===== config.mk =====
export PLATFORM = sky130hd
export DESIGN_NAME = output_stage
export DESIGN_NICKNAME = d
export VERILOG_FILES = /design/src/rtl/pfir_pkg.sv /design/src/rtl/output_stage.sv
export SDC_FILE = /design/constraint.sdc
export NUM_CORES = 1
export LEC_CHECK = 0
export BUFFER_PORTS_ARGS = -buffer_cell sky130_fd_sc_hd__buf_2
export CAP_MARGIN = 40
export CORE_MARGIN = 2
export CORE_UTILIZATION = 50
export CTS_CLUSTER_SIZE = 30
export DETAILED_ROUTE_END_ITERATION = 6
export PLACE_DENSITY = 0.8
export SYNTH_ARGS = -nofsm -noshare
export SYNTH_HDL_FRONTEND = slang
export SYNTH_SLANG_ARGS = --single-unit

===== constraint.sdc =====
create_clock -name clk -period 3.9 [get_ports clk]
set_input_delay 0.195 -clock clk [delete_from_list [all_inputs] [get_ports clk]]
set_output_delay 0.195 -clock clk [all_outputs]
set_load 0.05 [all_outputs]

===== src/rtl/pfir_pkg.sv =====
package pfir_pkg;

	// sample and coefficient widths
	localparam int DIN_W = 18;
	localparam int COEF_W = 28;
	localparam int DOUT_W = 20;
	localparam int PROG_W = 16;

	// filter depth
	localparam int NTAPS = 64;
	localparam int TAP_AW = 6;
	localparam int DEC_W = 6;

	// 46-bit product plus guard bits for 64 taps
	localparam int ACC_W = 52;

	// accumulator bit that lands on output bit 0
	localparam int OUT_SHIFT = 25;

	typedef logic signed [DIN_W-1:0] sample_t;
	typedef logic signed [COEF_W-1:0] coef_t;
	typedef logic signed [DOUT_W-1:0] dout_t;
	typedef logic signed [ACC_W-1:0] acc_t;
	typedef logic [TAP_AW-1:0] tap_t;
	typedef logic [PROG_W-1:0] prog_t;
	typedef logic [DEC_W-1:0] dec_t;

	// control sequencer states
	typedef enum logic [1:0]
	{
		ST_IDLE,
		ST_RUN,
		ST_DRAIN,
		ST_HOLD
	} fir_state_t;

endpackage


===== src/rtl/output_stage.sv =====
module output_stage (
	input  logic            clk,
	input  logic            rst_n,
	input  logic            mrst,
	input  pfir_pkg::acc_t  acc_x,
	input  pfir_pkg::acc_t  acc_y,
	input  logic            out_load,
	input  logic            oe,
	output logic            out_full,
	output pfir_pkg::dout_t dox,
	output pfir_pkg::dout_t doy,
	output logic            ov,
	output logic            ovf
);
	import pfir_pkg::*;

	// returns {overflow, value}
	function automatic logic [DOUT_W:0] round_sat(input acc_t a);
		acc_t r;
		logic signed [ACC_W-OUT_SHIFT-1:0] q;
		logic [ACC_W-OUT_SHIFT-DOUT_W:0] top;
		r = a + (acc_t'(1) << (OUT_SHIFT - 1));
		q = r[ACC_W-1:OUT_SHIFT];
		top = q[ACC_W-OUT_SHIFT-1:DOUT_W-1];
		if (&top || ~|top)
			return {1'b0, q[DOUT_W-1:0]};
		else if (q[ACC_W-OUT_SHIFT-1])
			return {2'b11, {(DOUT_W-1){1'b0}}};
		else
			return {2'b10, {(DOUT_W-1){1'b1}}};
	endfunction

	logic [DOUT_W:0] sat_x;
	logic [DOUT_W:0] sat_y;

	// rounded result waiting for the output register
	dout_t rnd_x;
	dout_t rnd_y;
	logic  rnd_ovf;
	logic  rnd_full;

	// output register holds a result not yet shown
	logic pend;
	logic move;

	assign sat_x = round_sat(acc_x);
	assign sat_y = round_sat(acc_y);

	assign move = rnd_full && (!pend || oe);
	assign ov = pend && oe;
	assign out_full = rnd_full || pend;

	always_ff @(posedge clk)
	begin
		if (out_load)
		begin
			rnd_x <= sat_x[DOUT_W-1:0];
			rnd_y <= sat_y[DOUT_W-1:0];
			rnd_ovf <= sat_x[DOUT_W] || sat_y[DOUT_W];
		end
		if (move)
		begin
			dox <= rnd_x;
			doy <= rnd_y;
		end
	end

	always_ff @(posedge clk or negedge rst_n)
	begin
		if (!rst_n)
		begin
			rnd_full <= 1'b0;
			pend <= 1'b0;
			ovf <= 1'b0;
		end
		else if (mrst)
		begin
			rnd_full <= 1'b0;
			pend <= 1'b0;
			ovf <= 1'b0;
		end
		else
		begin
			if (out_load)
				rnd_full <= 1'b1;
			else if (move)
				rnd_full <= 1'b0;
			// shown for one enabled cycle, then freed
			if (move)
			begin
				pend <= 1'b1;
				ovf <= rnd_ovf;
			end
			else if (ov)
				pend <= 1'b0;
		end
	end

endmodule


* Yosys cells after proc, flatten, opt, wreduce, memory -nomap -nowiden
Cells that the tools add are included.
** Operators by class
- Add/sub/neg operators :: 2
- Muxes and demuxes :: 12
- Reduce and logical (&&, ||, !) cells :: 17
** Operators with widths (count)
- 52-bit by 26-bit adder with 52-bit output (second input constant) :: 2
- 21-bit two-way mux :: 2
- 20-bit two-way mux :: 2
- 8-bit AND reduction :: 2
- 8-bit OR reduction :: 2
- 1-bit two-way mux :: 8
- 3-bit nonzero test :: 2
- 1-bit logical OR :: 5
- 1-bit zero test :: 3
- 1-bit logical AND :: 2
- 2-bit nonzero test :: 1
** Storage, ports and cells
- Register bits after elaboration :: 84
- Input bits :: 109
- Logic and storage cells :: 39

* Logic depth before layout (Yosys ltp)
Gate-level depths: netlist of run 1.
- Depth after elaboration :: 6
- Gate-level depth with buffers :: 10
- Mapped depth without buffers :: 8

* Worst setup path after synthesis of run 1
OpenSTA, ideal clock, no wires.
- Kind :: reg2reg
- Start :: register pend
- End :: register ovf
- Arrival :: 2.741 ns
- Data required time :: 3.778 ns
- Setup slack :: 1.038 ns
- Cell stages (with the launch flop) :: 5
- Buffers on the path :: 0
- Clock period less this slack :: 2.862 ns
- Cell sequence :: dfrtp_1 nor2b_1 nor2b_1 mux2i_1 nor2_1
** Between the ends
- Longest elaborated chain between the ends :: 4
** RTL lines
- from (decl) :: line output_stage.sv:43 : logic pend;
- from (signal assigned) :: line output_stage.sv:73 : pend <= 1'b0;
- from (signal assigned) :: line output_stage.sv:79 : pend <= 1'b0;
- from (signal assigned) :: line output_stage.sv:91 : pend <= 1'b1;
- 1-bit zero test :: line output_stage.sv:49 : assign move = rnd_full && (!pend || oe);
- 1-bit logical OR :: line output_stage.sv:49
- 1-bit logical AND :: line output_stage.sv:49
- net move :: line output_stage.sv:44 : logic move;
- 2-bit nonzero test (no line)
- to (signal assigned) :: line output_stage.sv:92 : ovf <= rnd_ovf;
- to (decl) :: line output_stage.sv:13 : output logic ovf
The timed path passes the listed nets, and every way through them passes these cells.
A chain may end at the register's enable or synchronous reset.

* Worst setup path after layout of run 1
- Start :: input acc_y[35]
- End :: register rnd_y[16], data pin
** Between the ends
- Longest elaborated chain between the ends :: 5
- Elaborated cells on any way between the ends :: 7
- Classes of those cells :: 1 x add/sub; 2 x mux; 4 x reduce/logical
** RTL lines
- from (decl) :: line output_stage.sv:6 : input pfir_pkg::acc_t acc_y,
- 52-bit by 26-bit adder with 52-bit output (*) :: line output_stage.sv:22 : r = a + (acc_t'(1) << (OUT_SHIFT - 1));
- 8-bit OR reduction :: line output_stage.sv:25 : if (&top || ~|top)
- 1-bit zero test :: line output_stage.sv:25
- 1-bit logical OR :: line output_stage.sv:25
- 21-bit two-way mux (*) :: line output_stage.sv:25
- net sat_y[16] :: line output_stage.sv:34 : logic [DOUT_W:0] sat_y;
- to (signal assigned) :: line output_stage.sv:58 : rnd_y <= sat_y[DOUT_W-1:0];
- to (decl) :: line output_stage.sv:38 : dout_t rnd_y;
Mark *: on every way through the listed nets, which the timed path passes. The rest lies on a longest branch.

==> run_results.csv, run 1 <==
group,metric,value,unit
status,status,"finished, final reports clean",
cts,clk_root_buffer_cell,"clkbuf_8",
setup_path,crit_type,"input pin to flip-flop",
hold_path,min_path_cells,2,
synth,post_synthesis_register_bit_count,84,
synth,synth_area_leaders,"edfxtp_1 (56%), mux2i_1 (4.6%), xnor2_1 (4.1%)",
floorplanning,die_x,96.8,um
synth,syn-mean-instance-area,12.5,um^2
synth,synthesis.yosys.warnings,0,
sta,worst_clock_skew,0.00837,ns
setup_path,worstReg2RegStart,"pend$_DFFE_PN0P_",
pwr,p_leak,2.13,nW
job,maxCapViolCount,0,
synth,synth_top_family_by_area,"simple AND/OR/NAND/NOR gates",
cts,clk-insertion-delay-late,0.35,ns
synth,seq_area_frac_synth,58.2,%
pwr,report.power.total,2.22,mW
global_route,grt_start_max_net_pins,25,
sta,timing.final.max_slew_violations,0,
sta,slew_headroom,47.8,%
synth,synth.mux.area_fraction,4.65,%
synth,synth.top_cells.by_count,"edfxtp_1 (81), nand2_1 (29)",
cts,cts-buffers-inserted,9,
detailed_routing,post_drt_wl_per_cell,15.9,um
floorplanning,die_area,9380,um^2
sta,tns,0,ns
detailed_routing,detailroute.via_count,3153,
synth,synth_top_cell_area_share,56.4,%
cells_and_area,layoutNonFillerInstCount,566,
cts,cts_post_setup_buffers_inserted,0,
detailed_routing,drt_wl_total,9020,um
setup_path,critPathArrivalTime,2.64,ns
place,placedInstanceArea,4960,um^2
cts,clock_tree.htree_level_count,3,
hold_path,min_from,"mrst",
pwr,power_density,421,nW/um^2
synth,synth_fa_ha_area_share,0.581,%
global_route,globalRouteTotalUtil,19.3,%
global_route,global_route.overflow_total,0,
cts,clock_tree.buffer_depth,2,
detailed_routing,detailedRoute.firstIterationViolations,110,
sta,timing.hold.ws,0.0212,ns
synth,commonest_register_cell_after_synthesis,"edfxtp_1",
synth,post_synth_and_or_nand_nor_area_fraction,17.5,%
synth,number_of_flops_mapped_to_enable_cells_by_yosys,81,
sta,timing.final.crit_period,2.45,ns
setup_path,cpMaxStageDelayCell,"nor4_4",
synth,syn_area,4310,um^2
place,dpl_worst_slack,1.09,ns
floorplanning,placement_rows,33,
floorplanning,fp.dieH,96.8,um
detailed_routing,initial_drt_pass_iterations,5,
setup_path,worstSetupStartpointType,"input pin",
cts,cts_tree,"yes",
global_route,antenna_found_initial,1,
sta,rsz0062_at_grt,"false",
cells_and_area,postLayoutCellArea,5260,um^2
floorplanning,core-area,8300,um^2
cts,clk_pin_slew,0.08,ns
place,finalWeightedCongestion,0.842,
floorplanning,initial_utilization,51.9,%
hold_path,hold_path.class,"input pin to flip-flop",
cells_and_area,num-nets-final,566,
setup_path,timing.critical_path.required,4.09,ns
detailed_routing,detail_route.vias_per_cell,5.57,
synth,synth_async_sr_flop_share,3.57,%
sta,timing_worst_slew_pin_value,0.777,ns
sta,final_min_period_over_clock_period,62.9,%
synth,synth-xor-area-share,8.13,%
synth,mappedNetlistNets,457,
synth,netlist_instances,346,
setup_path,cells_traversed_along_the_worst_timing_path,"buf_2 -> nand3_1 -> nor4_4 -> and3_1 -> and2_1 -> o22ai_1 -> a2bb2oi_2 -> buf_4 -> mux2i_1",
floorplanning,boundaryPins,152,
global_route,grt_first_pass_wirelength,14500,um
setup_path,worst_setup_sp,"acc_y[35]",
setup_path,cp_slowest_stage_delay,0.55,ns
detailed_routing,antenna_left,0,
synth,netlist.top_cell.by_area,"edfxtp_1",
detailed_routing,drt_drc_violations_left,0,
sta,layout_setup_ws,1.45,ns
global_route,number_of_global_route_vias_before_repair,3043,
setup_path,critical_path_fanout_max,13,
place,dp_hpwl,6660,um
cells_and_area,syn_to_final_growth,22.1,%
synth,synthMostInstantiatedCell,"edfxtp_1",
cells_and_area,drive_above_1_share,32.4,%
sta,setup_viol,0,
sta,maximum_clock_frequency,408,MHz
cells_and_area,post-route-util,63.4,%
setup_path,worstRegToRegCells,3,
setup_path,endpoint_kind,"flip-flop",
pwr,max-vdd-ir-drop,0.195,mV
synth,count_of_distinct_cell_types_in_the_synthesized_netlist,56,
place,portBuffers,103,
cts,clock_sink_count,84,
place,dp_cells,548,
sta,final-hold-violation-count,0,
synth,synth_compound_area_share,8.39,%
## layer usage
layer  part of all wire (%)  up-vias  GRT usage (%)
met5                      0        -              0
met4                    1.6        0           8.02
met3                    4.7       10           3.03
met2                     52      105           35.5
met1                     41     1505           22.3
li1                       -     1533              -
## worst max-delay path: cells and delay by family
kind / cells / cell delay (ns)
multiplexers: 1 / 0.24
AND/OR/NAND/NOR: 4 / 1.17
buffers and inverters: 2 / 0.47
AO/OA/AOI/OAI: 2 / 0.55
## state kept, by name, summed over array words and instances, names as in the netlist
register  flops
ovf           1
dox          20
doy          20
pend          1
rnd_ovf       1
rnd_full      1
rnd_x        20
rnd_y        20
## area by class of cell
type | instances | area, um^2
multi-input combinational | 244 | 1700
antenna | 1 | 2.50
sequential | 84 | 2510
clock buffer | 9 | 124
inverter | 6 | 22.5
tap | 105 | 131
fill | 665 | 3040
timing repair buffer | 110 | 611
clock inverter | 7 | 163
## what timing repair did
| action | CTS | global route |
|---|---|---|
| endpoints found under the hold margin | 3 | 0 |
| resized for setup | 0 | 0 |
| hold buffers | 1 | 0 |
## cells in the final DEF, fill, tap and decap left out, types with 4 or more instances in the layout
cell,instances
o21ai_1,16
clkbuf_8,9
nand2_1,29
and2_1,4
a31oi_1,7
xor2_1,20
xnor2_1,20
and4_1,4
nor3_1,5
mux2i_1,20
buf_2,103
buf_4,4
a21oi_1,10
edfxtp_1,81
nand3_1,15
inv_1,6
nand4_1,11
nor2_1,20
and3_1,10
bufinv_16,5
## cells by family (layout without fill, tap and decap cells)
kind of cell / Yosys count / in the layout
mux: 20 / 20
other cells: 0 / 1
flops: 84 / 84
fa+ha+maj: 2 / 2
simple gates: 128 / 128
compound gates: 54 / 54
buf+inv: 18 / 132
xor+xnor: 40 / 40
## power by group
group / switching [mW] / total [mW] / internal [mW] / leakage, nW
logic: 0.195 / 0.281 / 0.0866 / 1.18
clock network: 0.303 / 0.857 / 0.553 / 0.139
registers: 0.0165 / 1.08 / 1.06 / 0.817
total: 0.515 / 2.22 / 1.70 / 2.13
## path summary, 6_finish.rpt
kind	to	slack, ns
min in group asynchronous	rnd_full$_DFFE_PN0P_	0.18
max in group asynchronous	ovf$_DFFE_PN0P_	3.60
setup / recovery	rnd_y[16]$_DFFE_PP_	1.45
hold / removal	pend$_DFFE_PN0P_	0.02
setup reg to reg	doy[5]$_DFFE_PP_	2.24
hold reg to reg	doy[9]$_DFFE_PP_	0.42
Power figures use the tool's default switching activity.
==> run 2, diff against run 1 <==
CORE_UTILIZATION = 45   (was 50)
PLACE_DENSITY = 0.76   (was 0.8)
clock period = 2.2 ns   (was 3.9 ns; I/O delays follow)
==> run_results.csv, run 2 (synthesized netlist as in run 1, its figures left out) <==
group,metric,value,unit
cells_and_area,syn_to_final_growth,24.0,%
cts,clk_root_buffer_cell,"clkbuf_8",
place,placedInstanceArea,5120,um^2
floorplanning,core-area,9280,um^2
cts,clk-insertion-delay-late,0.36,ns
sta,timing.final.crit_period,1.85,ns
status,status,"finished, final reports clean",
detailed_routing,detailedRoute.firstIterationViolations,154,
cts,clock_tree.buffer_depth,2,
global_route,grt_first_pass_wirelength,13700,um
setup_path,crit_end,"rnd_x[13]$_DFFE_PP_",
setup_path,crit_type,"input pin to flip-flop",
setup_path,regToRegSetupSlack,0.62,ns
setup_path,cpMaxStageDelayCell,"nor4_4",
sta,layout_setup_ws,0.348,ns
detailed_routing,drt_drc_violations_left,0,
global_route,global_route.overflow_total,0,
cells_and_area,final_cell_mix,"buf_2 (103), edfxtp_1 (81), nand2_1 (29)",
place,portBuffers,103,
setup_path,reg2reg_to,"doy[8]$_DFFE_PP_",
sta,rsz0062_at_grt,"false",
place,finalWeightedCongestion,0.861,
pwr,p_leak,2.18,nW
setup_path,critPathArrivalTime,2.04,ns
setup_path,cp_slowest_stage_delay,0.38,ns
detailed_routing,drt_wl_total,8780,um
cells_and_area,postLayoutCellArea,5340,um^2
global_route,number_of_global_route_vias_before_repair,2921,
sta,timing_worst_slew_pin_value,0.476,ns
setup_path,critPathTopFamily,"simple AND/OR/NAND/NOR gates",
floorplanning,die_area,10400,um^2
floorplanning,initial_utilization,46.4,%
cts,cts_tree,"yes",
floorplanning,die_x,102,um
sta,final-hold-violation-count,0,
setup_path,timing.critical_path.required,2.39,ns
cts,cts-buffers-inserted,9,
setup_path,worst_setup_sp,"acc_x[24]",
hold_path,hold_path.class,"input pin to async pin",
setup_path,worstRegToRegCells,3,
setup_path,endpoint_kind,"flip-flop",
cells_and_area,final_common_cell,"buf_2",
cells_and_area,layoutNonFillerInstCount,608,
cells_and_area,post-route-util,57.5,%
setup_path,critical_path.n_buffers_inverters,3,
sta,maximum_clock_frequency,540,MHz
detailed_routing,antenna_left,0,
cells_and_area,num-nets-final,585,
pwr,report.power.total,3.52,mW
global_route,grt_start_max_net_pins,43,
cells_and_area,antenna_cells,0,
place,dp_hpwl,6480,um
pwr,power_density,659,nW/um^2
cells_and_area,drive_above_1_share,34.9,%
detailed_routing,initial_drt_pass_iterations,4,
setup_path,worstSetupStartpointType,"input pin",
floorplanning,placement_rows,35,
detailed_routing,detailroute.via_count,3107,
detailed_routing,detail_route.vias_per_cell,5.11,
pwr,max-vdd-ir-drop,0.293,mV
floorplanning,boundaryPins,152,
sta,setup_viol,0,
setup_path,most_frequent_cell_on_critical_path,"buf_4",
job,maxCapViolCount,0,
cts,clock_tree.htree_level_count,3,
detailed_routing,post_drt_wl_per_cell,14.4,um
sta,timing.final.max_slew_violations,0,
setup_path,critical_path_depth,11,
sta,worst_clock_skew,0.00834,ns
sta,slew_headroom,68.0,%
place,dp_cells,590,
sta,timing.hold.ws,0.0861,ns
setup_path,worstReg2RegStart,"pend$_DFFE_PN0P_",
cts,clock_sink_count,84,
setup_path,critical_path_fanout_max,11,
cts,clk_pin_slew,0.09,ns
sta,tns,0,ns
floorplanning,fp.dieH,102,um
place,dpl_worst_slack,0.00314,ns
global_route,antenna_found_initial,0,
global_route,globalRouteTotalUtil,17.0,%
sta,final_min_period_over_clock_period,84.2,%
setup_path,cells_traversed_along_the_worst_timing_path,"buf_2 -> ha_1 -> nand3_1 -> nor3_1 -> buf_4 -> nand4_1 -> xor2_1 -> nor4_4 -> nor2_2 -> buf_4 -> o21ai_1",
## run 2: cell types whose count changed in the layout (fill, tap and decap cells not counted)
cell           delta
buf_12            +3
buf_16            -2
buf_4            +17
bufinv_16         -4
clkinvlp_4        +2
diode_2           -1
dlygate4sd3_1     +1
inv_6             +2
## run 2: area by class of cell
| cell class | instances | area [um^2] |
|---|---|---|
| fillers | 781 | 3940 |
| flip-flops and latches | 84 | 2510 |
| multi-input cells | 244 | 1700 |
| repair buffers | 129 | 753 |
| well taps | 129 | 161 |
| clock buffers | 9 | 124 |
| clock inverters | 7 | 75.1 |
| inverters | 6 | 22.5 |
## run 2: timing repair
action                    4_1_cts  5_1_grt
hold buffers                    2        0
setup buffers                   0        0
hold endpoints to repair        6        0
resized for setup               0        0
## run 2: metal layers
layer / vias up / track usage, % / wire, um / part of all wire (%)
met5: - / 0 / 0 / 0
met4: 0 / 7.49 / 200 / 2.3
met3: 14 / 2.46 / 377 / 4.3
met2: 89 / 29.1 / 4260 / 49
met1: 1433 / 21.6 / 3940 / 45
li1: 1571 / - / - / -
## run 2: worst min path at each step
stage | from | end | slack, ns | depth (start not counted)
finish | rst_n | rnd_full$_DFFE_PN0P_ | 0.09 | 2
global route | rst_n | rnd_full$_DFFE_PN0P_ | 0.1 | 2
CTS | rst_n | rnd_full$_DFFE_PN0P_ | 0.06 | 2
detailed placement | rst_n | ovf$_DFFE_PN0P_ | -0.09 | 1
global placement | rst_n | ovf$_DFFE_PN0P_ | -0.09 | 1
floorplan | rst_n | ovf$_DFFE_PN0P_ | -0.19 | 0
## run 2: power by group
part | internal, mW | switching, mW | total [mW]
clock network | 0.530 | 0.579 | 1.11
logic | 0.161 | 0.343 | 0.505
registers | 1.88 | 0.0261 | 1.91
total | 2.57 | 0.948 | 3.52
==> run 3, diff against run 2 <==
clock period = 1.6 ns   (was 2.2 ns; I/O delays follow)
==> run_results.csv, run 3 (synthesized netlist as in run 1, its figures left out) <==
group,metric,value,unit
cts,clock_sink_count,84,
cells_and_area,num-nets-final,676,
setup_path,timing.critical_path.required,1.71,ns
hold_path,hold_path.class,"input pin to async pin",
setup_path,regToRegSetupSlack,0.33,ns
global_route,grt_first_pass_wirelength,16600,um
cts,cts_tree,"yes",
sta,slew_headroom,75.0,%
sta,final-hold-violation-count,0,
pwr,max-vdd-ir-drop,0.510,mV
setup_path,reg2reg_to,"ovf$_DFFE_PN0P_",
cts,cts-buffers-inserted,9,
cts,clock_tree.buffer_depth,2,
cts,clk_root_buffer_cell,"clkbuf_8",
sta,maximum_clock_frequency,541,MHz
pwr,pwr-share-comb,19.5,%
cells_and_area,syn_to_final_growth,53.7,%
detailed_routing,antenna_left,0,
sta,timing_worst_slew_pin_value,0.373,ns
detailed_routing,drt_drc_violations_left,0,
sta,timing.hold.ws,0.0463,ns
cells_and_area,final_common_cell,"buf_4",
sta,timing.final.max_slew_violations,0,
detailed_routing,initial_drt_pass_iterations,5,
setup_path,crit_end,"rnd_x[17]$_DFFE_PP_",
job,maxCapViolCount,0,
pwr,internal_power,3.58,mW
floorplanning,initial_utilization,46.4,%
global_route,number_of_global_route_vias_before_repair,3490,
detailed_routing,detailedRoute.firstIterationViolations,201,
place,dp_hpwl,7400,um
cts,clock_tree.htree_level_count,3,
cells_and_area,drive_above_1_share,53.7,%
sta,layout_setup_ws,-0.248,ns
setup_path,worstRegToRegCells,5,
setup_path,crit_type,"input pin to flip-flop",
floorplanning,die_x,102,um
pwr,switching_share_of_power,28.8,%
global_route,antenna_found_initial,0,
cells_and_area,final_cell_mix,"buf_4 (101), buf_2 (85), edfxtp_1 (81)",
global_route,global_route.overflow_total,0,
setup_path,worstReg2RegStart,"pend$_DFFE_PN0P_",
pwr,power_density,759,nW/um^2
sta,rsz0062_at_grt,"true",
status,violations,"setup timing",
sta,worst_clock_skew,0.0116,ns
sta,timing.final.crit_period,1.85,ns
place,finalWeightedCongestion,0.875,
cells_and_area,antenna_cells,0,
setup_path,endpoint_kind,"flip-flop",
cts,clk-insertion-delay-late,0.35,ns
setup_path,worstSetupStartpointType,"input pin",
floorplanning,die_area,10400,um^2
pwr,p_leak,2.76,nW
setup_path,worst_setup_sp,"acc_x[40]",
sta,final_min_period_over_clock_period,115,%
detailed_routing,detail_route.vias_per_cell,5.32,
cts,clk_pin_slew,0.09,ns
detailed_routing,post_drt_wl_per_cell,17.0,um
setup_path,critPathArrivalTime,1.95,ns
status,status,"finished, violations left",
floorplanning,fp.dieH,102,um
setup_path,critical_path_fanout_max,6,
detailed_routing,drt_wl_total,11900,um
cells_and_area,layout.filler_cells,628,
pwr,seq_power_share,52.4,%
global_route,globalRouteTotalUtil,20.7,%
global_route,grt_start_max_net_pins,43,
place,portBuffers,103,
sta,tns,-4.21,ns
detailed_routing,detailroute.via_count,3720,
floorplanning,boundaryPins,152,
sta,setup_viol,29,
floorplanning,core-area,9280,um^2
pwr,clockPowerShare,28.1,%
pwr,netSwitchingPower,1.45,mW
floorplanning,placement_rows,35,
==> run 3: how the worst min path moves through the flow <==
stage / slack (ns) / startpoint / end / cells past startpoint
final: 0.05 / rst_n / rnd_full$_DFFE_PN0P_ / 2
after global routing: 0.06 / rst_n / rnd_full$_DFFE_PN0P_ / 2
after CTS: 0.03 / rst_n / ovf$_DFFE_PN0P_ / 2
after detailed placement: -0.12 / rst_n / rnd_full$_DFFE_PN0P_ / 1
after global placement: -0.12 / rst_n / ovf$_DFFE_PN0P_ / 1
after floorplan: -0.22 / rst_n / ovf$_DFFE_PN0P_ / 0
==> run 3: metrics by stage <==
stage / std cells / setup WS, ns / total power [mW] / utilization [%] / instance area (um^2)
3_3_place_gp: 658 / -0.463 / 3.50 / 62.1 / 5770
3_5_place_dp: 658 / -0.473 / 3.52 / 62.1 / 5770
6_report: 699 / -0.248 / 5.02 / 71.3 / 6620
5_1_grt: 699 / -0.290 / 5.21 / 71.3 / 6620
4_1_cts: 684 / -0.0352 / 4.95 / 66.8 / 6200
2_1_floorplan: 346 / -0.216 / 3.09 / - / 4420
==> run 3: layer usage <==
| layer | GRT usage [%] | part of all wire [%] | vias up |
|---|---|---|---|
| met3 | 3.76 | 5.8 | 21 |
| met2 | 36.2 | 52 | 155 |
| met1 | 26.1 | 39 | 1790 |
| met5 | 0 | 0 | - |
| li1 | - | - | 1754 |
| met4 | 6.77 | 2.6 | 0 |
==> run 3: critical path, cell delays in order <==
cell	delay, ns
buf_8	0.08
nand4_1	0.24
nor4_1	0.41
nand4_1	0.22
xor2_1	0.34
nor4_4	0.11
buf_4	0.18
o21ai_1	0.23
nand2_4	0.06
==> run 3: repair_timing <==
action                     in CTS  in global routing
cloned                          0                  6
setup buffers                   8                 11
pin swaps                      20                 23
setup endpoints to repair      39                 39
hold endpoints to repair        6                  0
gates resized for setup        42                 58
hold buffers                    2                  0
==> run 3: layout make-up <==
cell class              count  area, um^2  area share (%)
clock buffers               9         124            1.87
clock inverters             7        56.3           0.850
inverters                   6        22.5           0.340
multi-input cells         244        2060            31.2
flip-flops and latches     84        2510            37.9
well taps                 129         161            2.44
repair buffers            220        1690            25.5
==> run 3: power by group through the flow <==
| stage | combinational (mW) | sequential (mW) | clock (mW) |
|---|---|---|---|
| floorplan | 0.236 | 2.86 | 0 |
| global placement | 0.826 | 2.67 | 0 |
| detailed placement | 0.839 | 2.68 | 0 |
| CTS | 0.886 | 2.63 | 1.43 |
| global route | 1.04 | 2.64 | 1.53 |
| finish | 0.980 | 2.63 | 1.41 |
